==> src/design/walk_pkg.sv <==
// **********************************************************************
// shared widths, APB register map, walk threshold, LFSR constants
// and the selector state and port opcode enums
// **********************************************************************

package walk_pkg;

    // clause shape, fixed at 3-SAT
    localparam int NSAT    = 3;
    localparam int BREAK_W = 5;
    localparam int FLIP_W  = 2;
    localparam int RAND_W  = 32;

    // clause queue
    localparam int QUEUE_DEPTH = 4;
    localparam int QUEUE_AW    = 2;

    // about a 1 in 16 chance of a random walk
    localparam logic [RAND_W-1:0] WALK_P = 32'h0FFF_FFFF;

    // galois LFSR, taps 32 22 2 1
    localparam logic [RAND_W-1:0] LFSR_SEED = 32'h1D87_2B41;
    localparam logic [RAND_W-1:0] LFSR_TAPS = 32'h8020_0003;

    // APB bus
    localparam int APB_AW = 8;
    localparam int APB_DW = 32;

    localparam logic [APB_AW-1:0] REG_BREAK0 = 8'h00;
    localparam logic [APB_AW-1:0] REG_BREAK1 = 8'h04;
    localparam logic [APB_AW-1:0] REG_BREAK2 = 8'h08;
    localparam logic [APB_AW-1:0] REG_COMMIT = 8'h0C;
    localparam logic [APB_AW-1:0] REG_STATUS = 8'h10;
    localparam logic [APB_AW-1:0] REG_RESULT = 8'h14;

    typedef enum logic [1:0] {
        IDLE,
        SCAN,
        DECIDE,
        HOLD
    } sel_state_e;

    typedef enum logic [2:0] {
        NONE,
        STAGE,
        COMMIT,
        READ_STATUS,
        READ_RESULT,
        BAD_ADDR
    } apb_op_e;

endpackage

==> src/design/clause_if.sv <==
// **********************************************************************
// clause record with valid/ready handshake
// **********************************************************************

`timescale 1ns/1ps

interface clause_if import walk_pkg::*; ();

    logic               valid;
    logic               ready;
    logic [BREAK_W-1:0] break0;
    logic [BREAK_W-1:0] break1;
    logic [BREAK_W-1:0] break2;

    // record moves on an edge where valid and ready are both high
    modport source (
        output valid, break0, break1, break2,
        input  ready
    );

    modport sink (
        input  valid, break0, break1, break2,
        output ready
    );

endinterface

==> src/design/apb_clause_port.sv <==
// **********************************************************************
// APB slave: break value staging, clause commit, status and result
// **********************************************************************

`timescale 1ns/1ps

module apb_clause_port import walk_pkg::*; (
    input  logic              clk,
    input  logic              rst_n_i,
    input  logic              psel_i,
    input  logic              penable_i,
    input  logic              pwrite_i,
    input  logic [APB_AW-1:0] paddr_i,
    input  logic [APB_DW-1:0] pwdata_i,
    output logic [APB_DW-1:0] prdata_o,
    output logic              pready_o,
    output logic              pslverr_o,
    clause_if.source          push_if,
    input  logic              queue_full_i,
    input  logic              res_valid_i,
    input  logic [FLIP_W-1:0] res_flip_i,
    input  logic              res_random_i,
    output logic              res_ack_o
);

    apb_op_e            op;
    logic               commit_ok;
    logic [1:0]         brk_sel;
    logic [BREAK_W-1:0] brk_q [NSAT];
    logic               push_valid_q;
    logic               res_valid_q;
    logic [FLIP_W-1:0]  res_flip_q;
    logic               res_random_q;

    assign pready_o = 1'b1;
    assign brk_sel  = paddr_i[3:2];

    // decode only in the access phase
    always_comb begin
        op = NONE;
        if (psel_i && penable_i) begin
            case (paddr_i)
                REG_BREAK0, REG_BREAK1, REG_BREAK2: op = STAGE;
                REG_COMMIT: op = pwrite_i ? COMMIT : NONE;
                REG_STATUS: op = pwrite_i ? NONE : READ_STATUS;
                REG_RESULT: op = pwrite_i ? NONE : READ_RESULT;
                default:    op = BAD_ADDR;
            endcase
        end
    end

    // a commit is refused when it cannot land in the queue
    assign commit_ok = (op == COMMIT) && !queue_full_i && !push_valid_q;
    assign pslverr_o = (op == BAD_ADDR) || ((op == COMMIT) && !commit_ok);

    always_comb begin
        prdata_o = '0;
        case (op)
            STAGE:       prdata_o[BREAK_W-1:0] = pwrite_i ? '0 : brk_q[brk_sel];
            READ_STATUS: prdata_o[1:0] = {queue_full_i, res_valid_q};
            READ_RESULT: prdata_o[3:0] = {res_valid_q, res_random_q, res_flip_q};
            default:     prdata_o = '0;
        endcase
    end

    // staged break values
    always_ff @(posedge clk) begin
        if (op == STAGE && pwrite_i) begin
            brk_q[brk_sel] <= pwdata_i[BREAK_W-1:0];
        end
    end

    assign push_if.valid  = push_valid_q;
    assign push_if.break0 = brk_q[0];
    assign push_if.break1 = brk_q[1];
    assign push_if.break2 = brk_q[2];

    always_ff @(posedge clk) begin
        if (!rst_n_i) begin
            push_valid_q <= 1'b0;
        end else if (commit_ok) begin
            push_valid_q <= 1'b1;
        end else if (push_if.ready) begin
            push_valid_q <= 1'b0;
        end
    end

    // single result slot, emptied by a REG_RESULT read
    assign res_ack_o = !res_valid_q;

    always_ff @(posedge clk) begin
        if (!rst_n_i) begin
            res_valid_q  <= 1'b0;
            res_flip_q   <= '0;
            res_random_q <= 1'b0;
        end else if (res_valid_i && res_ack_o) begin
            res_valid_q  <= 1'b1;
            res_flip_q   <= res_flip_i;
            res_random_q <= res_random_i;
        end else if (op == READ_RESULT) begin
            res_valid_q <= 1'b0;
        end
    end

endmodule

==> src/design/clause_queue.sv <==
// **********************************************************************
// four-entry FIFO of clause records
// **********************************************************************

`timescale 1ns/1ps

module clause_queue import walk_pkg::*; (
    input  logic     clk,
    input  logic     rst_n_i,
    clause_if.sink   wr_if,
    clause_if.source rd_if,
    output logic     full_o
);

    logic [NSAT-1:0][BREAK_W-1:0] mem [QUEUE_DEPTH];
    logic [QUEUE_AW-1:0]          wr_ptr_q;
    logic [QUEUE_AW-1:0]          rd_ptr_q;
    logic [QUEUE_AW:0]            count_q;
    logic                         push;
    logic                         pop;

    assign full_o      = (count_q == (QUEUE_AW + 1)'(QUEUE_DEPTH));
    assign wr_if.ready = !full_o;
    assign rd_if.valid = (count_q != '0);

    assign push = wr_if.valid && wr_if.ready;
    assign pop  = rd_if.valid && rd_if.ready;

    // head record
    assign rd_if.break0 = mem[rd_ptr_q][0];
    assign rd_if.break1 = mem[rd_ptr_q][1];
    assign rd_if.break2 = mem[rd_ptr_q][2];

    always_ff @(posedge clk) begin
        if (push) begin
            mem[wr_ptr_q] <= {wr_if.break2, wr_if.break1, wr_if.break0};
        end
    end

    // pointers wrap on their own at depth 4
    always_ff @(posedge clk) begin
        if (!rst_n_i) begin
            wr_ptr_q <= '0;
            rd_ptr_q <= '0;
            count_q  <= '0;
        end else begin
            if (push) begin
                wr_ptr_q <= wr_ptr_q + 1'b1;
            end
            if (pop) begin
                rd_ptr_q <= rd_ptr_q + 1'b1;
            end
            if (push && !pop) begin
                count_q <= count_q + 1'b1;
            end else if (pop && !push) begin
                count_q <= count_q - 1'b1;
            end
        end
    end

endmodule

==> src/design/heuristic_selector.sv <==
// **********************************************************************
// flip choice: zero override, random walk, greedy minimum break value
// **********************************************************************

`timescale 1ns/1ps

module heuristic_selector import walk_pkg::*; (
    input  logic              clk,
    input  logic              rst_n_i,
    clause_if.sink            clause_if,
    input  logic [RAND_W-1:0] rnd_word_i,
    output logic              rnd_step_o,
    output logic              res_valid_o,
    output logic [FLIP_W-1:0] res_flip_o,
    output logic              res_random_o,
    input  logic              res_ack_i
);

    sel_state_e         state_q;
    logic [FLIP_W-1:0]  scan_idx_q;
    logic               zero_seen_q;
    logic [BREAK_W-1:0] brk_q [NSAT];
    logic [RAND_W-1:0]  rnd_q;
    logic [BREAK_W-1:0] min_val_q;
    logic [FLIP_W-1:0]  min_idx_q;
    logic               accept;
    logic [BREAK_W-1:0] cur_brk;
    logic               walk;
    logic [FLIP_W-1:0]  walk_idx;

    assign clause_if.ready = (state_q == IDLE);
    assign accept          = clause_if.valid && clause_if.ready;
    assign rnd_step_o      = accept;
    assign cur_brk         = brk_q[scan_idx_q];

    always_ff @(posedge clk) begin
        if (!rst_n_i) begin
            state_q     <= IDLE;
            scan_idx_q  <= '0;
            zero_seen_q <= 1'b0;
        end else begin
            case (state_q)
                IDLE: begin
                    if (accept) begin
                        state_q     <= SCAN;
                        scan_idx_q  <= '0;
                        zero_seen_q <= 1'b0;
                    end
                end
                SCAN: begin
                    if (cur_brk == '0) begin
                        zero_seen_q <= 1'b1;
                    end
                    if (scan_idx_q == FLIP_W'(NSAT - 1)) begin
                        state_q <= DECIDE;
                    end
                    scan_idx_q <= scan_idx_q + 1'b1;
                end
                DECIDE: state_q <= res_ack_i ? IDLE : HOLD;
                HOLD: begin
                    if (res_ack_i) begin
                        state_q <= IDLE;
                    end
                end
                default: state_q <= IDLE;
            endcase
        end
    end

    // running minimum; <= lets a later index take a tie
    always_ff @(posedge clk) begin
        if (accept) begin
            brk_q[0]  <= clause_if.break0;
            brk_q[1]  <= clause_if.break1;
            brk_q[2]  <= clause_if.break2;
            rnd_q     <= rnd_word_i;
            min_val_q <= '1;
        end else if (state_q == SCAN && cur_brk <= min_val_q) begin
            min_val_q <= cur_brk;
            min_idx_q <= scan_idx_q;
        end
    end

    // a zero is also the minimum, so the highest zero is min_idx_q
    assign walk     = (rnd_q < WALK_P);
    assign walk_idx = (rnd_q[1:0] == 2'd3) ? 2'd2 : rnd_q[1:0];

    always_comb begin
        res_flip_o   = min_idx_q;
        res_random_o = 1'b0;
        if (!zero_seen_q && walk) begin
            res_flip_o   = walk_idx;
            res_random_o = 1'b1;
        end
    end

    assign res_valid_o = (state_q == DECIDE) || (state_q == HOLD);

endmodule

==> src/design/walk_lfsr.sv <==
// **********************************************************************
// 32-bit galois LFSR, one step per accepted clause
// **********************************************************************

`timescale 1ns/1ps

module walk_lfsr import walk_pkg::*; (
    input  logic              clk,
    input  logic              rst_n_i,
    input  logic              step_i,
    output logic [RAND_W-1:0] word_o
);

    logic [RAND_W-1:0] lfsr_q;
    logic [RAND_W-1:0] lfsr_next;

    // shift right, fold the taps back in when the lsb is set
    assign lfsr_next = (lfsr_q >> 1) ^ (lfsr_q[0] ? LFSR_TAPS : '0);
    assign word_o    = lfsr_q;

    always_ff @(posedge clk) begin
        if (!rst_n_i) begin
            lfsr_q <= LFSR_SEED;
        end else if (step_i) begin
            lfsr_q <= lfsr_next;
        end
    end

endmodule

==> src/design/walksat_select_top.sv <==
// **********************************************************************
// flip-choice stage: APB port, clause FIFO, LFSR and selector
// **********************************************************************

`timescale 1ns/1ps

module walksat_select_top import walk_pkg::*; (
    input  logic              clk,
    input  logic              rst_n_i,
    input  logic              psel_i,
    input  logic              penable_i,
    input  logic              pwrite_i,
    input  logic [APB_AW-1:0] paddr_i,
    input  logic [APB_DW-1:0] pwdata_i,
    output logic [APB_DW-1:0] prdata_o,
    output logic              pready_o,
    output logic              pslverr_o
);

    logic              queue_full;
    logic              res_valid;
    logic [FLIP_W-1:0] res_flip;
    logic              res_random;
    logic              res_ack;
    logic [RAND_W-1:0] rnd_word;
    logic              rnd_step;

    // port to queue, queue to selector
    clause_if push_if ();
    clause_if pop_if ();

    apb_clause_port u_port (
        .clk          (clk),
        .rst_n_i      (rst_n_i),
        .psel_i       (psel_i),
        .penable_i    (penable_i),
        .pwrite_i     (pwrite_i),
        .paddr_i      (paddr_i),
        .pwdata_i     (pwdata_i),
        .prdata_o     (prdata_o),
        .pready_o     (pready_o),
        .pslverr_o    (pslverr_o),
        .push_if      (push_if.source),
        .queue_full_i (queue_full),
        .res_valid_i  (res_valid),
        .res_flip_i   (res_flip),
        .res_random_i (res_random),
        .res_ack_o    (res_ack)
    );

    clause_queue u_queue (
        .clk     (clk),
        .rst_n_i (rst_n_i),
        .wr_if   (push_if.sink),
        .rd_if   (pop_if.source),
        .full_o  (queue_full)
    );

    walk_lfsr u_lfsr (
        .clk     (clk),
        .rst_n_i (rst_n_i),
        .step_i  (rnd_step),
        .word_o  (rnd_word)
    );

    heuristic_selector u_sel (
        .clk          (clk),
        .rst_n_i      (rst_n_i),
        .clause_if    (pop_if.sink),
        .rnd_word_i   (rnd_word),
        .rnd_step_o   (rnd_step),
        .res_valid_o  (res_valid),
        .res_flip_o   (res_flip),
        .res_random_o (res_random),
        .res_ack_i    (res_ack)
    );

endmodule

==> config.mk <==
export PLATFORM = sky130hd
export DESIGN_NAME = walksat_select_top
export DESIGN_NICKNAME = d
export VERILOG_FILES = /design/src/design/walk_pkg.sv /design/src/design/clause_if.sv /design/src/design/apb_clause_port.sv /design/src/design/clause_queue.sv /design/src/design/heuristic_selector.sv /design/src/design/walk_lfsr.sv /design/src/design/walksat_select_top.sv
export SDC_FILE = /design/constraint.sdc
export NUM_CORES = 1
export LEC_CHECK = 0
export ABC_AREA = 1
export BUFFER_PORTS_ARGS = -buffer_cell sky130_fd_sc_hd__buf_2
export CORE_MARGIN = 3
export CORE_UTILIZATION = 55
export DETAILED_ROUTE_END_ITERATION = 12
export PLACE_DENSITY_LB_ADDON = 0.2
export SLEW_MARGIN = 15
export SYNTH_ARGS = -nofsm -noshare
export SYNTH_HDL_FRONTEND = slang
export SYNTH_SLANG_ARGS = --single-unit
==> constraint.sdc <==
create_clock -name clk -period 4.7 [get_ports clk]
set_input_delay 0.235 -clock clk [delete_from_list [all_inputs] [get_ports clk]]
set_output_delay 0.235 -clock clk [all_outputs]
set_load 0.02 [all_outputs]
* Word level (Yosys, flattened, before mapping)
Memories as Yosys holds them, arrays and structs flattened. A register that Yosys moved wholly into a read port is not among the register bits.
Cells that the tools add are included.
** Cells by class
- Shift-type cells :: 0
- Bitwise logic cells :: 2
- Eq/ne operators :: 21
- Add/subtract/negate cells :: 5
- Div/mod/pow operators :: 0
- Reduce and logical (&&, ||, !) cells :: 33
- $lt $le $gt $ge :: 2
- Muxes and demuxes :: 39
- $mul :: 0
** Operator list (number)
- $lt A32 B28 Y1 const B :: 1
- $mux W32 :: 1
- $xor A31 B32 Y32 :: 1
- $mux W2 :: 13
- $eq A8 B4 Y1 const B :: 2
- $eq A8 B5 Y1 const B :: 2
- $mux W1 :: 14
- $logic_and A1 B1 Y1 :: 12
- $mux W3 :: 4
- $pmux W3 S4 :: 1
- $eq A3 B3 Y1 const B :: 3
- $eq A2 B2 Y1 const B :: 4
- $eq A8 B3 Y1 const B :: 1
- $logic_not A8 Y1 :: 1
- $pmux W2 S2 :: 2
- $pmux W2 S4 :: 1
- $logic_not A1 Y1 :: 7
- $add A2 B1 Y2 const B :: 3
- $eq A3 B2 Y1 const B :: 2
- $ne A2 B2 Y1 const B :: 3
- $pmux W2 S3 :: 1
- $reduce_and A3 Y1 :: 2
- $reduce_bool A2 Y1 :: 3
- $le A5 B5 Y1 :: 1
- other kinds (14) :: 17
** Storage, ports and cells
- Latch bits :: 0
- Word-level logic and storage cells :: 119
- Output and inout port bits :: 34
- Memories kept :: 3
- Register bits :: 88
- RAM bits :: 90
- ROM bits :: 0
** Memory list
- u_queue.mem :: depth 4, bits a word 15, rd ports 1, clocked after Yosys merged registers in 1, wr ports 1, line clause_queue.sv:15 : logic [NSAT-1:0][BREAK_W-1:0] mem [QUEUE_DEPTH];
- u_port.brk_q :: depth 3, bits a word 5, rd ports 4, clocked after Yosys merged registers in 0, wr ports 1, line apb_clause_port.sv:29 : logic [BREAK_W-1:0] brk_q [NSAT];
- u_sel.brk_q :: depth 3, bits a word 5, rd ports 1, clocked after Yosys merged registers in 1, wr ports 3, line heuristic_selector.sv:22 : logic [BREAK_W-1:0] brk_q [NSAT];

* Longest topological paths before layout
- Depth in word-level cells :: 10
- Mapped depth :: 15
- Mapped depth without buffers :: 15

* Modules after synthesis
From an unflattened synthesis, not the netlist that was laid out.
** Second synthesis, totals
- Cells, all modules :: 765
- Area, all modules :: 8165.3 um^2
** By module, submodules not included
- clause_queue :: cells an instance 214, instances 1, area each 2798.9 um^2, seq. area each 1981.9 um^2
- heuristic_selector :: cells an instance 202, instances 1, area each 2378.5 um^2, seq. area each 1711.6 um^2
- apb_clause_port :: cells an instance 171, instances 1, area each 1572.8 um^2, seq. area each 700.7 um^2
- walk_lfsr :: cells an instance 178, instances 1, area each 1415.1 um^2, seq. area each 640.6 um^2

* Worst setup path after synthesis
No wires, ideal clock.
- Kind :: register to register
- From :: reg (tool-made name)
- To :: reg u_sel.min_idx_q[0], enable pin
- Data arrival time :: 1.857 ns
- Slack :: 2.547 ns
- Stages on the path, launching flop included :: 15
- Clock period less this slack :: 2.153 ns
- Setup time :: 0.297 ns
- Path buffers :: 0
- Cell sequence :: dfxtp_1 -> inv_1 -> nand2_1 -> nand2_1 -> nand2_1 -> o21a_1 -> inv_1 -> ha_1 -> nand2_1 -> inv_1 -> nand3_1 -> nor2_1 -> o22ai_1 -> nand2_1 -> inv_1
** RTL lines
- end signal, assigned :: line heuristic_selector.sv:80 : min_idx_q <= scan_idx_q;
- end, declared :: line heuristic_selector.sv:25 : logic [FLIP_W-1:0] min_idx_q;

==> results.md <==
* Clock latency on the worst-skew pair at 0.43 ns
* DRC at 0
* WL final at 13.4 mm
* Asr flop ratio synth at 0%
* Hold buffer count at CTS at 0
* Met2 WL post-DR at 6.40 mm
* CP Capture Type: flip-flop
* Iteration-0 DRC Markers at between 300 and 400
* Max-Cap Viols at 0
* CTS Buf Count at 17
* Fin nets at 783
* DPL Wire Length at 8.97 mm
* Met1 WL at slightly above 6 mm
* All-layer global routing usage at 18.7%
* CTS tree: yes
* Synth Flop Type: edfxtp_1
* Hold_ws at 0.0242 ns
* Syn Area/Cell at 10.9 sq um
* DRT Pass-1 Iters at 7
* Fin. Hold Viols at 0
* Commonest non-fill, non-tap cell in the layout: edfxtp_1
* RSZ-0062 raised after global routing: no
* Top layer in use: met4
* Share of layout cells above drive strength 1 at 11.4%
* Largest net degree at the start of global routing at 51
* Synthesis-to-finish area growth at 10.8%
* Metal3 WL at 658 um
* IO Pins at 79
* Post-CTS Setup Bufs at 0
* # resized after CTS at 0
* Die Y at between 100 and 150 um
* Routed vias at 4784
* Type of the worst setup path: reg -> reg
* Initial core utilization at 56.7%
* Final setup fails at 0
* EDFF count, synth at 129
* Lkg Pwr at between 3 and 4 nW
* Vias in the first global route at ~4.6k
* Worst min-delay path category: in -> reg
* Vias/cell at ~5.2
* Placer Congestion at about 0.84
* TNS Setup at 0 ns
* Sequential fraction of the synthesis area at 66.8%
* Placeable Area at between 0.01 and 0.015 sq mm
* Gate count of the mapped netlist at 691
* Measured slew at the worst slew-check pin at between 0.9 and 1 ns
* Max FO, Critical Path at 6
* Site Rows at 42
* F_max at between 0.3 and 0.4 GHz
* Final worst path period need at 2.57 ns
* Die X-Extent at 123 um
* Mapped Area at 0.00753 sq mm
* Initial antenna violation count at 0
* Worst relative slew slack at 39.5%
* Pre-CTS setup slack at 2.15 ns
* Final antenna-violating net count at 0
* Skew final at 0.0117 ns
* Req. time, crit path at between 4 and 5 ns
* CTS H-Tree Depth at 4
* CTS Sinks at 187
* Status: completed
* Longest Clk Path Bufs at 2
* Final period util at 54.8%
* Worst endpoint data arrival time at 2.71 ns
* Power per cell area at around 620 mW/mm^2
* Synthesis Warnings at 0
* Number of port buffers at 23
* CP startpoint kind: flip-flop
* Peak VDD IR at 0.600 mV
* Grt total ovfl at 0
* First-pass GRT wire length at 21.6 mm
* CTS root buf: clkbuf_16
* Antenna diode count at 0
* Max Slew Vio Count at 0
* Most frequent cells in the layout: edfxtp_1, nand2_1, nor2_1
* Final worst slack at 2.13 ns
* Clock-pin slew on the worst setup and hold paths at approximately 0.070 ns
* Die footprint at 0.0151 sq mm
* Synth Register Bits at 187
* Routed WL per cell at about 15 um
* Yosys cell types at 39
-- worst paths after layout --
path,slack [ns],from,cells past startpoint,to
worst max register to register,2.13,flip-flop,14,u_sel.min_idx_q[1]
worst min-delay path,0.02,pwdata_i[2],1,u_port.brk_q[2][2]
worst max-delay path,2.13,flip-flop,14,u_sel.min_idx_q[1]
worst min register to register,0.43,u_sel.scan_idx_q[0],0,u_sel.min_idx_q[0]
-- metrics by stage --
step                cells  power, mW  utilization [%]  cell area [sq um]
floorplan             722       3.48                -               7650
global placement      883       3.74             58.4               7760
detailed placement    883       3.84             58.4               7760
CTS                   915       5.22             62.8               8350
global route          915       5.53             62.8               8350
finish                915       5.19             62.8               8350
-- critical path, cell delays in order (launching register included) --
cell,delay (ns)
dfxtp_1,0.42
inv_1,0.13
nand2_1,0.08
nand2_1,0.04
nand2_1,0.05
o21a_1,0.17
inv_1,0.08
ha_1,0.31
nand2_1,0.07
inv_1,0.04
o21ai_0,0.07
nand2_1,0.08
o22ai_1,0.35
nand2_1,0.24
inv_1,0.17
-- Yosys cell counts (2+ instances only) --
cell,count,area (sq um)
xor2_1,2,17.5
nor2_4,6,67.6
inv_2,3,11.3
nor3_1,3,15.0
a22oi_1,2,15.0
edfxtp_1,129,3870
ha_1,11,138
nand4_1,5,31.3
buf_4,28,210
inv_1,51,191
o21ai_0,63,315
conb_1,2,7.51
nor2_2,2,12.5
clkbuf_1,12,45.0
nand3_1,43,215
nand3_2,2,20.0
o22ai_1,16,100
a21oi_1,19,95.1
nand2_2,4,25.0
nand3b_1,2,15.0
dfxtp_1,58,1160
buf_2,6,30.0
nor2_1,97,364
clkinv_1,2,7.51
nand2_1,109,409
-- state kept, by name (all words and copies together) (netlist names), 3 cells and up, named ones only --
name / cells
u_lfsr.word_o: 32
u_port.brk_q: 20
u_queue.count_q: 3
u_queue.mem: 60
u_sel.brk_q: 15
u_sel.min_val_q: 5
u_sel.rnd_q: 32
-- cells by family (layout without fill, tap and decap cells) --
logic type / Yosys count / in the layout / synth area share (%)
other: 2 / 33 / 0.0997
flip-flops: 187 / 187 / 66.8
XOR/XNOR: 3 / 3 / 0.349
AO/OA/AOI/OAI: 107 / 107 / 7.82
buffers and inverters: 103 / 120 / 6.63
adder cells (fa/ha/maj): 12 / 12 / 2.09
AND/OR/NAND/NOR: 277 / 277 / 16.2
-- cell type report --
class,count,area (sq um)
clock inverter,9,83.8
sequential,187,5030
clock buffer,23,499
tap,176,220
inverter,56,210
fill,1068,4950
multi-input combinational,432,2120
timing repair buffer,32,183
-- per-layer routing --
layer / up-vias / global-route usage [%]
met5: - / 0
met4: 0 / 6.23
met3: 20 / 4.67
met2: 132 / 30.1
met1: 2263 / 25.0
li1: 2369 / -
-- power by group --
part           total (mW)  leakage [nW]  internal [mW]  switching (mW)
sequential           2.51          1.66           2.30           0.212
combinational        1.30          1.30          0.401           0.902
clock                1.38         0.289          0.805           0.571
total                5.19          3.25           3.50            1.69
Power figures use the tool's default switching activity.
